$ cat src/common/rv_params.svh
`ifndef RV_PARAMS_SVH
`define RV_PARAMS_SVH

// Data and address width
`define XLEN 32

// Architectural registers including x0
`define REG_COUNT 32

// Data RAM depth in 32-bit words
`define DMEM_WORDS 256

`endif

$ cat src/common/isa_pkg.sv
package isa_pkg;

    // RV32I major opcodes handled by the core
    typedef enum logic [6:0] {
        OPC_OP     = 7'b0110011,
        OPC_OP_IMM = 7'b0010011,
        OPC_LOAD   = 7'b0000011,
        OPC_STORE  = 7'b0100011,
        OPC_BRANCH = 7'b1100011,
        OPC_LUI    = 7'b0110111,
        OPC_AUIPC  = 7'b0010111,
        OPC_JAL    = 7'b1101111,
        OPC_JALR   = 7'b1100111
    } opcode_e;

    // One code per instruction, numbered in sequence from ALU_ADD
    typedef enum logic [5:0] {
        ALU_NOP   = 6'd0,
        ALU_ADD   = 6'd1,  ALU_SUB,   ALU_SLL,   ALU_SLT,   ALU_SLTU,  // Register ops
        ALU_XOR,  ALU_SRL,  ALU_SRA,   ALU_OR,    ALU_AND,
        ALU_ADDI  = 6'd11, ALU_SLTI,  ALU_SLTIU, ALU_XORI,  ALU_ORI,   // Immediate ops
        ALU_ANDI, ALU_SLLI, ALU_SRLI,  ALU_SRAI,
        ALU_LB    = 6'd20, ALU_LH,    ALU_LW,    ALU_LBU,   ALU_LHU,   // Loads
        ALU_SB    = 6'd25, ALU_SH,    ALU_SW,                          // Stores
        ALU_BEQ   = 6'd28, ALU_BNE,   ALU_BLT,   ALU_BGE,   ALU_BLTU,  // Branches
        ALU_BGEU,
        ALU_LUI   = 6'd34, ALU_AUIPC, ALU_JAL,   ALU_JALR
    } alu_op_e;

    // Source of the value written back to rd
    typedef enum logic [1:0] {
        WB_NONE = 2'd0,
        WB_MEM  = 2'd1, // Load data
        WB_LINK = 2'd2, // pc + 4
        WB_ALU  = 2'd3
    } wb_sel_e;

endpackage

$ cat src/common/core_pkg.sv
`include "rv_params.svh"

package core_pkg;

    localparam int REG_IDX_W = $clog2(`REG_COUNT);

    typedef struct packed {
        logic [REG_IDX_W-1:0] rs1;
        logic [REG_IDX_W-1:0] rs2;
        logic [REG_IDX_W-1:0] rd;
        logic                 rs1_en;    // Instruction reads rs1
        logic                 rs2_en;    // Instruction reads rs2
        logic                 reg_write;
        logic                 mem_read;
        logic                 mem_write;
        logic [2:0]           funct3;
        logic [`XLEN-1:0]     imm;       // Sign-extended immediate
        isa_pkg::alu_op_e     alu_op;
        isa_pkg::wb_sel_e     wb_sel;
        logic                 jump;      // JAL or JALR
    } decode_t;

    typedef struct packed {
        logic [`XLEN-1:0] alu_result;    // Also branch or jump target
        logic             branch_taken;
        logic [`XLEN-1:0] store_data;
    } exec_t;

    typedef struct packed {
        logic                 valid;
        logic [REG_IDX_W-1:0] rd;
        logic [`XLEN-1:0]     data;
    } wb_t;

endpackage

$ cat src/fetch/fetch_unit.sv
`timescale 1ns/1ps
`include "rv_params.svh"

module fetch_unit (
    input  logic              clk,
    input  logic              reset,
    input  logic              jump,
    input  core_pkg::exec_t   exec,
    output logic [`XLEN-1:0]  pc
);

    logic [`XLEN-1:0] pc_seq;
    logic [`XLEN-1:0] pc_next;
    logic             redirect;

    assign pc_seq   = pc + `XLEN'd4;
    assign redirect = jump || exec.branch_taken;  // Target comes from the ALU
    assign pc_next  = redirect ? exec.alu_result : pc_seq;

    always_ff @(posedge clk) begin
        if (reset) begin
            pc <= '0;
        end else begin
            pc <= pc_next;
        end
    end

endmodule

$ cat config.mk
export PLATFORM = sky130hd
export DESIGN_NAME = fetch_unit
export DESIGN_NICKNAME = d
export VERILOG_FILES = /design/src/common/isa_pkg.sv /design/src/common/core_pkg.sv /design/src/fetch/fetch_unit.sv
export VERILOG_INCLUDE_DIRS = /design/src /design/src/common
export SDC_FILE = /design/constraint.sdc
export NUM_CORES = 1
export LEC_CHECK = 0
export BUFFER_PORTS_ARGS = -buffer_cell sky130_fd_sc_hd__buf_2
export CAP_MARGIN = 15
export CORE_ASPECT_RATIO = 1.5
export CORE_MARGIN = 1
export CORE_UTILIZATION = 49
export CTS_BUF_LIST = sky130_fd_sc_hd__clkbuf_4
export DETAILED_ROUTE_END_ITERATION = 8
export PLACE_DENSITY = 0.85
export SYNTH_ARGS = -nofsm -noshare
export SYNTH_HDL_FRONTEND = slang
export SYNTH_SLANG_ARGS = --single-unit
$ cat constraint.sdc
create_clock -name clk -period 7 [get_ports clk]
set_input_delay 1.75 -clock clk [delete_from_list [all_inputs] [get_ports clk]]
set_output_delay 1.75 -clock clk [all_outputs]
set_load 0.05 [all_outputs]
==> metrics.cfg, run 1 <==
[detailed_routing]
drt-vias-per-instance = 5.78
first_iter_violations = 39
dr.pass1.iters = 4
ant_nets = 0
drt-total-wl_um = 4070
drc = 0
wl_per_cell_um = 12.9
vias = 1820

[critical_path]
critPathArrivalTime_ns = 1.16
cp-end-kind = primary output
cp.required_ns = 5.25
cp_num_buf_inv = 1
cp_slowest_stage_delay_ns = 0.50
start_kind = flip-flop
slowest_stage = dfxtp_1
critPathKind = flip-flop to primary output
path_delay_family = flip-flops
path_max_fanout = 7
worstPathCellList = buf_2

[yosys]
synth.area.top_cells = dfxtp_1 37%, nor2_1 7.4%, a311oi_1 6.6%
yosys-top-cells-count = 34 x nor2_1, 32 x dfxtp_1, 14 x a211oi_1, 14 x nand2_1, 13 x a311oi_1
yosysMostFrequentCell = nor2_1
syn_area_um2 = 1740
syn_area_per_cell_um2 = 8.19
synth_top_area_cell = dfxtp_1
yosysUniqueCellTypes = 30
netlist_instances = 212
synth.yosys.seq_area_share_pct = 36.9
ys_ff_latch = 32
synth-edff-count = 0
yosys_most_used_dff = dfxtp_1
synthArstFlopShare_pct = 0
syn_nets = 281
synth_top_area_share_pct = 36.9
ys_warn_count = 0

[timing]
timing.final.ws_setup_ns = 4.09
final_max_slew_viol_count = 0
setup_viol = 0
max_freq_ghz = 0.344
fin_setup_tns_ns = 0
tightest_slew_ns = 0.636
maxSlewHeadroom_pct = 57.2
min_period_over_period_pct = 41.5
rsz0062_at_grt = no
finalCriticalPeriod_ns = 2.91
hold_viol_final = 0
fin_skew_ns = 0.00883

[pwr]
power_density_nw_per_um2 = 200
p_leak_nw = 0.820
ir_drop_uv = 125
total_power_uw = 427

[floorplan]
die_y_um = 74.9
die_area_um2 = 3790
die_w_um = 50.6
initial_core_util_pct = 51.3
io_pins = 100
num_rows = 26
core_um2 = 3380

[clock_network]
ctsHoldBuffers = 0
clk_pin_slew_ns = 0.10
numCtsBuffers = 5
cts_tree = done
clockBufferDepth = 2
worstSkewPairLatency_ns = 0.34
cts_setup_buffers = 0
cts_resized = 0
cts_root_buf = clkbuf_4
cts_max_level = 2
cts_sinks = 32

[layout]
fin_cells = 315
regArea_um2 = 641
multi_input_area_um2 = 1010
top_regs = pc: 32 flops
antennaDiodeCount = 0
largest_reg_flops = 32
syn_to_final_growth_pct = 22.8
fillers = 326
top_register = pc
final_cell_area_um2 = 2130
fin_nets = 341
drive_above_1_share_pct = 31.9

[placed_design]
place_inst = 307
detailed_place_hpwl_um = 2880
dp_slack_ns = 4.10
port_buffers = 67
place_area_um2 = 2070
gp_congestion = 0.759

[global_route]
grt_pass1_wl_um = 6510
grt_usage_pct = 22.7
antenna_found_initial = 0
grt_pass1_vias = 1536
grt_overflow_total = 0
grt_max_degree = 60

[worst_hold_path]
hold_path.class = flip-flop to flip-flop

[run_status]
status = completed

[job]
drv_cap = 0

## layer usage
layer | up-vias | wire, um | global-route usage [%]
met5 | - | 0 | 0
li1 | 924 | - | -
met3 | 7 | 195 | 4.85
met4 | 0 | 79 | 12.3
met2 | 50 | 2120 | 41.2
met1 | 839 | 1670 | 24.3
## per-stage QoR
stage | util [%] | hold WS [ns]
global route | 63.0 | 0.490
finish | 63.0 | 0.460
CTS | 63.0 | 0.463
global placement | 61.3 | 0.436
detailed placement | 61.3 | 0.448
floorplan | - | 0.671
## power breakdown
part,internal [mW],switching [mW]
registers,0.195,0.0170
logic,0.0307,0.0733
clock network,0.0463,0.0643
total,0.273,0.155
## layout by cell type (no fill, tap or decap), types with 4 or more instances in the layout
master,netlist,final
dfxtp_1,32,32
inv_1,7,7
xnor2_1,10,10
clkbuf_4,0,7
a21oi_1,4,4
nand3_1,9,9
nand4_1,4,4
nor4_1,7,7
nor3_1,4,4
o31ai_1,10,10
buf_2,0,67
nor2_1,34,33
a311oi_1,13,13
a211oi_1,14,14
or4_1,12,12
nand2_1,14,14
or3_2,4,4
## final timing paths
| check | startpoint | endpoint | slack, ns | cells past startpoint |
|---|---|---|---|---|
| worst max-delay path | pc[9] | pc[9] | 4.09 | 1 |
| worst min-delay path | pc[1] | pc[1] | 0.46 | 2 |
| worst max register to register | pc[6] | pc[28] | 4.50 | 4 |
| worst min register to register | pc[1] | pc[1] | 0.46 | 2 |
## kinds of logic after synthesis
family	Yosys count	synth area share, %
xor gates and xnor gates	12	6.06
adders and majority gates	1	0.721
AOI/OAI and AO/OA	46	20.0
buffers and inverters	22	5.19
and+or+nand+nor	99	31.1
DFF	32	36.9
## final cells by class
class	count	area share [%]
multi-input cells	158	47.5
flip-flops and latches	32	30.1
repair buffers	68	16.1
clock buffers	7	2.47
well taps	42	2.47
inverters	7	1.23
clock inverters	1	0.176
(Power assumes the default switching activity.)
==> run 2: changes to the inputs <==
--- a/config.mk
+++ b/config.mk
@@ -10,10 +10,10 @@
 export CAP_MARGIN = 15
 export CORE_ASPECT_RATIO = 1.5
 export CORE_MARGIN = 1
-export CORE_UTILIZATION = 49
+export CORE_UTILIZATION = 45
 export CTS_BUF_LIST = sky130_fd_sc_hd__clkbuf_4
 export DETAILED_ROUTE_END_ITERATION = 8
-export PLACE_DENSITY = 0.85
+export PLACE_DENSITY = 0.79
 export SYNTH_ARGS = -nofsm -noshare
 export SYNTH_HDL_FRONTEND = slang
 export SYNTH_SLANG_ARGS = --single-unit
==> constraint.sdc (replaced) <==
create_clock -name clk -period 2.76 [get_ports clk]
set_input_delay 0.69 -clock clk [delete_from_list [all_inputs] [get_ports clk]]
set_output_delay 0.69 -clock clk [all_outputs]
set_load 0.05 [all_outputs]
==> run 2 against run 1 <==
Worst hold slack worse by 0.0084 ns. Clock skew decreased by 0.0031 ns. Die area up 8.6%. Critical endpoint is now pc[28]. Critical path type is now flip-flop to flip-flop. First-iteration DRC count up 36%. Sequential power rose to 2.5 times the previous value. Cell count is 1.9% higher. Combinational power rose to 2.6 times the previous value. Design area is 1.8% higher. Highest routed layer unchanged.
==> metrics.cfg, run 2 (synthesized netlist as in run 1, its figures left out) <==
[layout]
final_common_cell = buf_2
syn_to_final_growth_pct = 25.0
top_register = pc
fillers = 363  ; +11%
most-common-layout-cells = 67 x buf_2, 33 x nor2_1, 32 x dfxtp_1
regArea_um2 = 641  ; unchanged
top_regs = pc: 32 flops
antennaDiodeCount = 0  ; unchanged
largest_reg_flops = 32  ; unchanged
fin_nets = 346  ; +1.5%
multi_input_area_um2 = 1010  ; unchanged
drive_above_1_share_pct = 33.1  ; +1.2 points

[timing]
final_max_slew_viol_count = 0  ; unchanged
timing.final.ws_setup_ns = 0.308  ; -3.78 ns
fin_setup_tns_ns = 0  ; unchanged
max_freq_ghz = 0.408
hold_ws_ns = 0.452  ; -0.00841 ns
finalCriticalPeriod_ns = 2.45
rsz0062_at_grt = no
tightest_slew_ns = 0.694  ; +0.0582 ns
setup_viol = 0  ; unchanged
min_period_over_period_pct = 88.8
maxSlewHeadroom_pct = 53.3  ; -3.9 points
hold_viol_final = 0  ; unchanged
fin_skew_ns = 0.00573  ; -0.00310 ns

[pwr]
ir_drop_uv = 421  ; +240%
p_leak_nw = 0.844  ; +2.9%
power_density_nw_per_um2 = 500  ; +150%

[floorplan]
io_pins = 100  ; unchanged
die_w_um = 52.7  ; +4.2%
num_rows = 27  ; +3.8%
initial_core_util_pct = 47.1  ; -4.2 points
core_um2 = 3680  ; +8.8%
die_area_um2 = 4110  ; +8.6%
die_y_um = 78.1  ; +4.2%

[clock_network]
numCtsBuffers = 5  ; unchanged
worstSkewPairLatency_ns = 0.34  ; about the same
cts_root_buf = clkbuf_4
ctsHoldBuffers = 0  ; unchanged
cts_max_level = 2  ; unchanged
cts_setup_buffers = 0  ; unchanged
cts_tree = done
clk_pin_slew_ns = 0.10  ; about the same
cts_resized = 0  ; unchanged
cts_sinks = 32  ; unchanged
clockBufferDepth = 2  ; unchanged

[detailed_routing]
drt-vias-per-instance = 5.64  ; -2.4%
drc = 0  ; unchanged
first_iter_violations = 53  ; +36%
vias = 1811  ; -0.49%
drt-total-wl_um = 4220  ; +3.8%
wl_per_cell_um = 13.2  ; +1.9%
dr.pass1.iters = 4  ; unchanged
ant_nets = 0  ; unchanged

[placed_design]
dp_slack_ns = 0.319  ; -3.78 ns
port_buffers = 67  ; unchanged
detailed_place_hpwl_um = 3040  ; +5.3%
gp_congestion = 0.769  ; +1.3%

[run_status]
status = completed

[critical_path]
cp-end-kind = flip-flop
start_kind = flip-flop
critPathKind = flip-flop to flip-flop
critPathArrivalTime_ns = 2.69  ; +1.53 ns
path_max_fanout = 12  ; +5
cp.required_ns = 3.00  ; -2.25 ns

[global_route]
grt_usage_pct = 22.6  ; -0.078 points
grt_pass1_vias = 1564  ; +1.8%
antenna_found_initial = 0  ; unchanged
grt_pass1_wl_um = 6990  ; +7.4%
grt_max_degree = 33  ; -45%
grt_overflow_total = 0  ; unchanged

[job]
drv_cap = 0  ; unchanged

[worst_hold_path]
hold_path.class = flip-flop to flip-flop

[run 2: layout make-up]
cell class              count  area share, %
flip-flops and latches     32           29.5
clock inverters             1          0.173
multi-input cells         158           46.7
well taps                  43           2.48
repair buffers             73           17.5
inverters                   7           1.21
clock buffers               7           2.42
[run 2: path summary, 6_finish.rpt]
path | end | cells after the start | slack (ns) | from
max | pc[28] | 5 | 0.31 | pc[3]
max reg2reg | pc[28] | 5 | 0.31 | pc[3]
min reg2reg | pc[0] | 2 | 0.45 | pc[0]
min | pc[0] | 2 | 0.45 | pc[0]
[run 2: layer usage]
layer  track usage (%)  wire (um)
met3              6.78        234
met1              24.8       1780
met4              9.21         59
met2              38.9       2150
met5                 0          0
[run 2: report_power, final]
group | switching, mW | total (mW) | internal, mW | leakage [nW]
combinational | 0.189 | 0.270 | 0.0813 | 0.543
sequential | 0.0416 | 0.537 | 0.496 | 0.267
clock | 0.161 | 0.278 | 0.117 | 0.0338
[run 2: through the flow]
stage	utilization, %	instances	instance area, um2	power [mW]
2_1_floorplan	-	212	1740	0.738
3_3_place_gp	57.4	313	2110	0.815
3_5_place_dp	57.4	313	2110	0.818
4_1_cts	58.9	321	2170	1.09
5_1_grt	58.9	321	2170	1.14
6_report	58.9	321	2170	1.09
[run 2: critical path: stages, from the launching register on]
cell and delay [ns]:
dfxtp_1 0.39, ha_1 0.23, nand3_2 0.16, or4_4 0.65, or4_2 0.68, o211a_1 0.24
