## src/common/rv_params.svh

```systemverilog
`ifndef RV_PARAMS_SVH
`define RV_PARAMS_SVH

// Data and address width
`define XLEN 32

// Architectural registers including x0
`define REG_COUNT 32

// Data RAM depth in 32-bit words
`define DMEM_WORDS 256

`endif

```

## src/common/isa_pkg.sv

```systemverilog
package isa_pkg;

    // RV32I major opcodes handled by the core
    typedef enum logic [6:0] {
        OPC_OP     = 7'b0110011,
        OPC_OP_IMM = 7'b0010011,
        OPC_LOAD   = 7'b0000011,
        OPC_STORE  = 7'b0100011,
        OPC_BRANCH = 7'b1100011,
        OPC_LUI    = 7'b0110111,
        OPC_AUIPC  = 7'b0010111,
        OPC_JAL    = 7'b1101111,
        OPC_JALR   = 7'b1100111
    } opcode_e;

    // One code per instruction, numbered in sequence from ALU_ADD
    typedef enum logic [5:0] {
        ALU_NOP   = 6'd0,
        ALU_ADD   = 6'd1,  ALU_SUB,   ALU_SLL,   ALU_SLT,   ALU_SLTU,  // Register ops
        ALU_XOR,  ALU_SRL,  ALU_SRA,   ALU_OR,    ALU_AND,
        ALU_ADDI  = 6'd11, ALU_SLTI,  ALU_SLTIU, ALU_XORI,  ALU_ORI,   // Immediate ops
        ALU_ANDI, ALU_SLLI, ALU_SRLI,  ALU_SRAI,
        ALU_LB    = 6'd20, ALU_LH,    ALU_LW,    ALU_LBU,   ALU_LHU,   // Loads
        ALU_SB    = 6'd25, ALU_SH,    ALU_SW,                          // Stores
        ALU_BEQ   = 6'd28, ALU_BNE,   ALU_BLT,   ALU_BGE,   ALU_BLTU,  // Branches
        ALU_BGEU,
        ALU_LUI   = 6'd34, ALU_AUIPC, ALU_JAL,   ALU_JALR
    } alu_op_e;

    // Source of the value written back to rd
    typedef enum logic [1:0] {
        WB_NONE = 2'd0,
        WB_MEM  = 2'd1, // Load data
        WB_LINK = 2'd2, // pc + 4
        WB_ALU  = 2'd3
    } wb_sel_e;

endpackage

```

## src/common/core_pkg.sv

```systemverilog
`include "rv_params.svh"

package core_pkg;

    localparam int REG_IDX_W = $clog2(`REG_COUNT);

    typedef struct packed {
        logic [REG_IDX_W-1:0] rs1;
        logic [REG_IDX_W-1:0] rs2;
        logic [REG_IDX_W-1:0] rd;
        logic                 rs1_en;    // Instruction reads rs1
        logic                 rs2_en;    // Instruction reads rs2
        logic                 reg_write;
        logic                 mem_read;
        logic                 mem_write;
        logic [2:0]           funct3;
        logic [`XLEN-1:0]     imm;       // Sign-extended immediate
        isa_pkg::alu_op_e     alu_op;
        isa_pkg::wb_sel_e     wb_sel;
        logic                 jump;      // JAL or JALR
    } decode_t;

    typedef struct packed {
        logic [`XLEN-1:0] alu_result;    // Also branch or jump target
        logic             branch_taken;
        logic [`XLEN-1:0] store_data;
    } exec_t;

    typedef struct packed {
        logic                 valid;
        logic [REG_IDX_W-1:0] rd;
        logic [`XLEN-1:0]     data;
    } wb_t;

endpackage

```

## src/decode/control_unit.sv

```systemverilog
`timescale 1ns/1ps
`include "rv_params.svh"

module control_unit (
    input  logic [`XLEN-1:0] instruction,
    output core_pkg::decode_t ctrl
);

    logic [6:0]       funct7;
    logic [2:0]       funct3;
    logic [`XLEN-1:0] imm_i;
    logic [`XLEN-1:0] imm_s;
    logic [`XLEN-1:0] imm_b;
    logic [`XLEN-1:0] imm_u;
    logic [`XLEN-1:0] imm_j;

    assign funct7 = instruction[31:25];
    assign funct3 = instruction[14:12];

    assign imm_i = {{20{instruction[31]}}, instruction[31:20]};
    assign imm_s = {{20{instruction[31]}}, instruction[31:25], instruction[11:7]};
    assign imm_b = {{19{instruction[31]}}, instruction[31], instruction[7],
                    instruction[30:25], instruction[11:8], 1'b0};
    assign imm_u = {instruction[31:12], 12'b0};
    assign imm_j = {{11{instruction[31]}}, instruction[31], instruction[19:12],
                    instruction[20], instruction[30:21], 1'b0};

    always_comb begin
        ctrl        = '0;
        ctrl.rs1    = instruction[19:15];  // Only meaningful with rs1_en
        ctrl.rs2    = instruction[24:20];
        ctrl.rd     = instruction[11:7];
        ctrl.funct3 = funct3;
        ctrl.alu_op = isa_pkg::ALU_NOP;
        ctrl.wb_sel = isa_pkg::WB_NONE;

        case (isa_pkg::opcode_e'(instruction[6:0]))
            isa_pkg::OPC_OP: begin
                ctrl.rs1_en    = 1'b1;
                ctrl.rs2_en    = 1'b1;
                ctrl.reg_write = 1'b1;
                ctrl.wb_sel    = isa_pkg::WB_ALU;
                case ({funct7, funct3})
                    {7'h00, 3'b000}: ctrl.alu_op = isa_pkg::ALU_ADD;
                    {7'h20, 3'b000}: ctrl.alu_op = isa_pkg::ALU_SUB;
                    {7'h00, 3'b001}: ctrl.alu_op = isa_pkg::ALU_SLL;
                    {7'h00, 3'b010}: ctrl.alu_op = isa_pkg::ALU_SLT;
                    {7'h00, 3'b011}: ctrl.alu_op = isa_pkg::ALU_SLTU;
                    {7'h00, 3'b100}: ctrl.alu_op = isa_pkg::ALU_XOR;
                    {7'h00, 3'b101}: ctrl.alu_op = isa_pkg::ALU_SRL;
                    {7'h20, 3'b101}: ctrl.alu_op = isa_pkg::ALU_SRA;
                    {7'h00, 3'b110}: ctrl.alu_op = isa_pkg::ALU_OR;
                    {7'h00, 3'b111}: ctrl.alu_op = isa_pkg::ALU_AND;
                    default:         ctrl.alu_op = isa_pkg::ALU_NOP;
                endcase
            end
            isa_pkg::OPC_OP_IMM: begin
                ctrl.rs1_en    = 1'b1;
                ctrl.reg_write = 1'b1;
                ctrl.wb_sel    = isa_pkg::WB_ALU;
                ctrl.imm       = imm_i;
                case (funct3)
                    3'b000: ctrl.alu_op = isa_pkg::ALU_ADDI;
                    3'b010: ctrl.alu_op = isa_pkg::ALU_SLTI;
                    3'b011: ctrl.alu_op = isa_pkg::ALU_SLTIU;
                    3'b100: ctrl.alu_op = isa_pkg::ALU_XORI;
                    3'b110: ctrl.alu_op = isa_pkg::ALU_ORI;
                    3'b111: ctrl.alu_op = isa_pkg::ALU_ANDI;
                    3'b001: if (funct7 == 7'h00) ctrl.alu_op = isa_pkg::ALU_SLLI;
                    default: begin  // funct7 picks logical or arithmetic right shift
                        if (funct7 == 7'h00) ctrl.alu_op = isa_pkg::ALU_SRLI;
                        else if (funct7 == 7'h20) ctrl.alu_op = isa_pkg::ALU_SRAI;
                    end
                endcase
            end
            isa_pkg::OPC_LOAD: begin
                ctrl.rs1_en    = 1'b1;
                ctrl.reg_write = 1'b1;
                ctrl.mem_read  = 1'b1;
                ctrl.wb_sel    = isa_pkg::WB_MEM;
                ctrl.imm       = imm_i;
                case (funct3)
                    3'b000:  ctrl.alu_op = isa_pkg::ALU_LB;
                    3'b001:  ctrl.alu_op = isa_pkg::ALU_LH;
                    3'b010:  ctrl.alu_op = isa_pkg::ALU_LW;
                    3'b100:  ctrl.alu_op = isa_pkg::ALU_LBU;
                    3'b101:  ctrl.alu_op = isa_pkg::ALU_LHU;
                    default: ctrl.alu_op = isa_pkg::ALU_NOP;
                endcase
            end
            isa_pkg::OPC_STORE: begin
                ctrl.rs1_en    = 1'b1;
                ctrl.rs2_en    = 1'b1;  // Store data
                ctrl.mem_write = 1'b1;
                ctrl.imm       = imm_s;
                case (funct3)
                    3'b000:  ctrl.alu_op = isa_pkg::ALU_SB;
                    3'b001:  ctrl.alu_op = isa_pkg::ALU_SH;
                    3'b010:  ctrl.alu_op = isa_pkg::ALU_SW;
                    default: ctrl.alu_op = isa_pkg::ALU_NOP;
                endcase
            end
            isa_pkg::OPC_BRANCH: begin
                ctrl.rs1_en = 1'b1;
                ctrl.rs2_en = 1'b1;
                ctrl.imm    = imm_b;
                case (funct3)
                    3'b000:  ctrl.alu_op = isa_pkg::ALU_BEQ;
                    3'b001:  ctrl.alu_op = isa_pkg::ALU_BNE;
                    3'b100:  ctrl.alu_op = isa_pkg::ALU_BLT;
                    3'b101:  ctrl.alu_op = isa_pkg::ALU_BGE;
                    3'b110:  ctrl.alu_op = isa_pkg::ALU_BLTU;
                    3'b111:  ctrl.alu_op = isa_pkg::ALU_BGEU;
                    default: ctrl.alu_op = isa_pkg::ALU_NOP;
                endcase
            end
            isa_pkg::OPC_LUI, isa_pkg::OPC_AUIPC: begin
                ctrl.reg_write = 1'b1;
                ctrl.wb_sel    = isa_pkg::WB_ALU;
                ctrl.imm       = imm_u;
                ctrl.alu_op    = instruction[5] ? isa_pkg::ALU_LUI : isa_pkg::ALU_AUIPC;
            end
            isa_pkg::OPC_JAL: begin
                ctrl.reg_write = 1'b1;
                ctrl.wb_sel    = isa_pkg::WB_LINK;
                ctrl.imm       = imm_j;
                ctrl.jump      = 1'b1;
                ctrl.alu_op    = isa_pkg::ALU_JAL;
            end
            isa_pkg::OPC_JALR: begin
                ctrl.rs1_en    = 1'b1;
                ctrl.reg_write = 1'b1;
                ctrl.wb_sel    = isa_pkg::WB_LINK;
                ctrl.imm       = imm_i;
                ctrl.jump      = 1'b1;
                ctrl.alu_op    = (funct3 == 3'b000) ? isa_pkg::ALU_JALR : isa_pkg::ALU_NOP;
            end
            default: ctrl.alu_op = isa_pkg::ALU_NOP;
        endcase

        // Illegal encodings retire as a bubble
        if (ctrl.alu_op == isa_pkg::ALU_NOP) begin
            ctrl.reg_write = 1'b0;
            ctrl.mem_read  = 1'b0;
            ctrl.mem_write = 1'b0;
            ctrl.jump      = 1'b0;
            ctrl.wb_sel    = isa_pkg::WB_NONE;
        end
    end

endmodule

```

## config.mk

```make
export PLATFORM = sky130hd
export DESIGN_NAME = control_unit
export DESIGN_NICKNAME = d
export VERILOG_FILES = /design/src/common/isa_pkg.sv /design/src/common/core_pkg.sv /design/src/decode/control_unit.sv
export VERILOG_INCLUDE_DIRS = /design/src /design/src/common
export SDC_FILE = /design/constraint.sdc
export NUM_CORES = 1
export LEC_CHECK = 0
export ABC_AREA = 0
export BUFFER_PORTS_ARGS = -buffer_cell sky130_fd_sc_hd__clkbuf_2
export CAP_MARGIN = 20
export CELL_PAD_IN_SITES_DETAIL_PLACEMENT = 0
export CELL_PAD_IN_SITES_GLOBAL_PLACEMENT = 1
export CORE_MARGIN = 3
export CORE_UTILIZATION = 25
export DETAILED_ROUTE_END_ITERATION = 8
export PLACE_DENSITY_LB_ADDON = 0.25
export SLEW_MARGIN = 20
export SYNTH_ARGS = -nofsm -noshare
export SYNTH_HDL_FRONTEND = slang
export SYNTH_SLANG_ARGS = --single-unit
```

## constraint.sdc

```tcl
create_clock -name vclk -period 1.8
set_input_delay 0.18 -clock vclk [all_inputs]
set_output_delay 0.18 -clock vclk [all_outputs]
set_load 0.03 [all_outputs]
```

==> impl_metrics.json, run 1 <==
{
  "switching_power_w": 0.0002711,
  "setup_viol": 21,
  "syn_nets": 227,
  "dp.cells": 390,
  "syn-mean-instance-area_um2": 6.699,
  "slew_headroom": 0.6945,
  "num_vias": 1943,
  "synth.most_common_cell": "buf_4",
  "ir_drop_uv": 92.05,
  "drv_cap": 0,
  "combPwrFrac": 1.000,
  "portBuffers": 96,
  "vias_per_cell": 4.931,
  "fmax_mhz": 465.2,
  "pin_count": 96,
  "cp_data_required_time_ns": 1.62,
  "p_leak_nw": 1.482,
  "drive_gt1_frac": 0.6697,
  "gp_congestion": 0.8093,
  "cp.arrival_ns": 1.97,
  "postRouteAntennaNets": 0,
  "start_util": 0.2677,
  "detail_route.first_pass.iterations": 4,
  "outcome": "finished with violations",
  "fin_crit_sh": 1.194,
  "layout_setup_ws_ns": -0.3498,
  "finalMaxSlewViolations": 0,
  "hpwlAfterDp_mm": 4.550,
  "crit_path_end_kind": "output port",
  "post-place-ws_ns": -0.4111,
  "power_per_cell_area_nw_per_um2": 175.8,
  "coreArea_um2": 4880,
  "fp.dieH_um": 78.29,
  "timing.hold.ws_ns": 0.6187,
  "worst-path-max-fanout": 7,
  "wl_mm": 5.693,
  "crit_type": "in2out",
  "synth.area.top_cells": "buf_4 (12%), a21o_1 (11%), o21ai_0 (5.7%)",
  "yosysUniqueCellTypes": 57,
  "power_w": 0.0005018,
  "gr-total-overflow": 0,
  "fin_cells": 394,
  "grt_max_degree": 17,
  "swShare": 0.5404,
  "grt_pass1_wl_mm": 9.315,
  "syn_area_um2": 1306,
  "drt_first_iter_violations": 83,
  "yosys_warnings": 0,
  "grt_pass1_vias": 1861,
  "hold_class": "in2out",
  "synth_commonest_cells": "buf_4 (21), a21o_1 (20), nand2_1 (18)",
  "diodes": 0,
  "synth.largest_area_cell": "buf_4",
  "p_int_w": 0.0002306,
  "fp-row-count": 25,
  "nets": 361,
  "crit_path_start_kind": "input pin",
  "hold_violations": 0,
  "worst_pin_slew_ns": 0.4534,
  "grt_util_all_layers": 0.1799,
  "syn_inst": 195,
  "die_x_um": 78.29,
  "min_period_ns": 2.150,
  "violations": "negative setup slack",
  "clock_buffers": 0,
  "netlist.area_leader.share": 0.1207,
  "p_seq_frac": 0,
  "seq_cells": 0,
  "clkPwrFrac": 0,
  "antenna_found_initial": 0,
  "seq_area_um2": 0,
  "dieArea_um2": 6129,
  "routedWlPerCell_um": 14.45,
  "drcViolationCount": 0,
  "ys_seq_area_frac": 0,
  "rsz0062_at_grt": "yes",
  "areaGrowthSynthToFinish_pct": 118.5
}
metal layers:
layer / routed length [µm] / track usage / vias up
met1: 2593 / 0.2517 / 918
met3: 169 / 0.002294 / 0
li1: - / - / 979
met5: 0 / 0 / -
met4: 0 / 0.001748 / 0
met2: 2930 / 0.3271 / 46
cell usage in the layout, fill, tap and decap left out, types with 4 or more instances in the layout:
master / instances
clkbuf_2: 57
buf_4: 56
buf_8: 20
buf_6: 19
nand2_1: 16
o21ai_0: 12
nor2_1: 11
a21o_4: 10
a21o_1: 10
and2_4: 9
clkbuf_8: 8
a22o_1: 5
nand3_1: 5
nor3_1: 4
inv_1: 4
nand2b_1: 4
final timing paths:
check                   to  slack [ns]       startpoint  cells past startpoint
hold / removal    ctrl[59]        0.62  instruction[15]                      2
setup / recovery  ctrl[46]       -0.35  instruction[12]                      8
power groups by stage:
stage               clock network (W)  registers (W)  logic (W)
global route                        0              0   0.000538
CTS                                 0              0   0.000481
global placement                    0              0   0.000437
detailed placement                  0              0   0.000439
floorplan                           0              0   0.000277
finish                              0              0   0.000502
worst max-delay path: stages:
cell	delay [ns]
clkbuf_2	0.14
xor2_1	0.16
a22o_1	0.19
a221o_1	0.32
a31o_4	0.22
nor4b_4	0.43
a22oi_2	0.15
clkbuf_8	0.18
cell families after synthesis:
kind of cell | synth area share
adders and majority gates | 0.007663
AOI/OAI and AO/OA | 0.3966
and+or+nand+nor | 0.4013
xor gates and xnor gates | 0.006706
buffers and inverters | 0.1877
per-stage QoR:
step / utilization / setup TNS, ns / cell area (µm²)
after floorplan: - / -0.4617 / 1530
after global placement: 0.4795 / -7.455 / 2340
after detailed placement: 0.4795 / -7.872 / 2340
after CTS: 0.5572 / -1.859 / 2719
after global routing: 0.5849 / -2.964 / 2854
final: 0.5849 / -1.623 / 2854
final cells by class:
cell class | instances | area (µm²)
Fill cell | 471 | 2026
Multi-Input combinational cell | 157 | 1339
Timing Repair Buffer | 165 | 1413
Inverter | 5 | 18.77
Tap cell | 67 | 83.83
repair_timing:
item	CTS	global route
gates resized for setup	86	57
pin swaps	9	13
cloned	1	0
hold endpoints to repair	0	0
setup endpoints to repair	38	39
hold buffers	0	0
setup buffers	5	3
No activity file was read; power rests on OpenSTA's default activity.
==> inputs of run 2 (changes only) <==
CORE_MARGIN = 2   (was 3)
==> run 2 against run 1 <==
Core utilization is 2.5 points lower. Via count up 0.87%. Non-clock buffer count grew 2. Count of clock-buffer cells in the layout is the same. Combinational power hardly changed. Critical endpoint unchanged. The flow still finishes with violations (negative setup slack).
==> impl_metrics.json, run 2 (synthesized netlist as in run 1, its figures left out) <==
{
  "clock_buffers": 0,
  "num_vias": 1960,
  "nets": 363,
  "vias_per_cell": 4.912,
  "cp_data_required_time_ns": 1.62,
  "hold_class": "in2out",
  "nFillCells": 509,
  "crit_type": "in2out",
  "fmax_mhz": 460.7,
  "diodes": 0,
  "fin_crit_sh": 1.206,
  "crit_cells": 8,
  "grt_pass1_wl_mm": 9.411,
  "clkPwrFrac": 0,
  "path_buf_inv": 2,
  "coreArea_um2": 5075,
  "cp.arrival_ns": 1.99,
  "gp_congestion": 0.8388,
  "worst-path-max-fanout": 9,
  "mostFrequentLayoutCells": "buf_4 (68), clkbuf_2 (53), buf_8 (21), nand2_1 (17), buf_6 (13)",
  "drive_gt1_frac": 0.6809,
  "start_util": 0.2574,
  "critPathMaxStageDelay_ns": 0.41,
  "cp_slowest_cell": "nor4b_4",
  "dieArea_um2": 5819,
  "drcViolationCount": 0,
  "ir_drop_uv": 79.58,
  "finalMaxSlewViolations": 0,
  "detail_route.first_pass.iterations": 4,
  "grt_util_all_layers": 0.1887,
  "switching_power_w": 0.0002744,
  "min_period_ns": 2.170,
  "cts_hold_buf": 0,
  "hold_start": "instruction[11]",
  "gr-total-overflow": 0,
  "cp_cell_sequence": "clkbuf_4, nor2b_1, a22o_1, a221o_1, a31o_4, nor4b_4, a22oi_2, clkbuf_8",
  "swShare": 0.5482,
  "p_int_w": 0.0002261,
  "cp_top_family": "compound AO/OA/AOI/OAI gates",
  "power_w": 0.0005006,
  "setup_viol": 15,
  "hold_violations": 0,
  "startpoint": "instruction[14]",
  "die_x_um": 76.29,
  "p_leak_nw": 1.477,
  "hpwlAfterDp_mm": 4.613,
  "whs_path_depth": 2,
  "combPwrFrac": 1.000,
  "seq_area_um2": 0,
  "seq_cells": 0,
  "crit_end": "ctrl[46]",
  "portBuffers": 96,
  "antenna_found_initial": 0,
  "areaGrowthSynthToFinish_pct": 117.3,
  "violations": "negative setup slack",
  "multi_input_area_um2": 1346,
  "wl_mm": 5.820,
  "postRouteAntennaNets": 0,
  "drt_first_iter_violations": 112,
  "crit_path_start_kind": "input pin",
  "crit_path_end_kind": "output port",
  "drv_cap": 0,
  "p_seq_frac": 0,
  "routedWlPerCell_um": 14.59,
  "dp.cells": 396,
  "power_per_cell_area_nw_per_um2": 176.3,
  "layout_setup_ws_ns": -0.3704,
  "layout_commonest_cell": "buf_4",
  "worst_pin_slew_ns": 0.4127,
  "pin_count": 96,
  "grt_pass1_vias": 1889,
  "slew_headroom": 0.7205,
  "rsz0062_at_grt": "yes",
  "fp-row-count": 26,
  "grt_max_degree": 15,
  "fp.dieH_um": 76.29,
  "outcome": "finished with violations",
  "fin_cells": 399,
  "timing.hold.ws_ns": 0.6181
}
==> run 2: cell types whose count changed in the layout (fill, tap and decap cells not counted), moves of 3 or more <==
cell      previous run  this run
clkbuf_4             1         4
buf_4               56        68
clkbuf_8             8         5
buf_6               19        13
clkbuf_2            57        53
==> run 2: power by group through the flow <==
| stage | logic [W] | clock network (W) | registers, W |
|---|---|---|---|
| final | 0.000501 | 0 | 0 |
| after global routing | 0.000535 | 0 | 0 |
| after CTS | 0.000477 | 0 | 0 |
| after detailed placement | 0.000444 | 0 | 0 |
| after global placement | 0.000440 | 0 | 0 |
| after floorplan | 0.000277 | 0 | 0 |
==> run 2: worst min path at each step <==
stage               end  slack [ns]
2_1_floorplan  ctrl[41]        0.49
3_3_place_gp   ctrl[60]        0.62
3_5_place_dp   ctrl[63]        0.62
4_1_cts        ctrl[63]        0.62
5_1_grt        ctrl[59]        0.63
6_report       ctrl[53]        0.62
==> run 2: routing by layer <==
layer,global-route usage,vias up,part of all wire
met4,0.005455,0,0.0033
met3,0.003555,2,0.024
met2,0.3416,41,0.51
met1,0.2639,927,0.47
met5,0,-,0
li1,-,990,-
==> run 2: cell type report <==
cell class	count	area share
Tap cell	70	0.03085
Multi-Input combinational cell	157	0.4742
Inverter	5	0.006611
Timing Repair Buffer	167	0.4883
==> run 2: through the flow <==
stage | setup WS [ns] | cell area [µm²] | utilization | setup TNS (ns)
finish | -0.3704 | 2839 | 0.5594 | -1.272
global route | -0.4284 | 2839 | 0.5594 | -2.390
CTS | -0.3860 | 2701 | 0.5323 | -1.430
detailed placement | -0.4772 | 2366 | 0.4662 | -7.570
global placement | -0.4304 | 2366 | 0.4662 | -6.941
floorplan | -0.1695 | 1530 | - | -0.4617
==> run 2: repair_timing <==
action | CTS | global route
gates resized for setup | 75 | 73
setup buffers | 3 | 1
pin swaps | 8 | 12
endpoints found under the setup margin | 40 | 39
cloned | 1 | 0
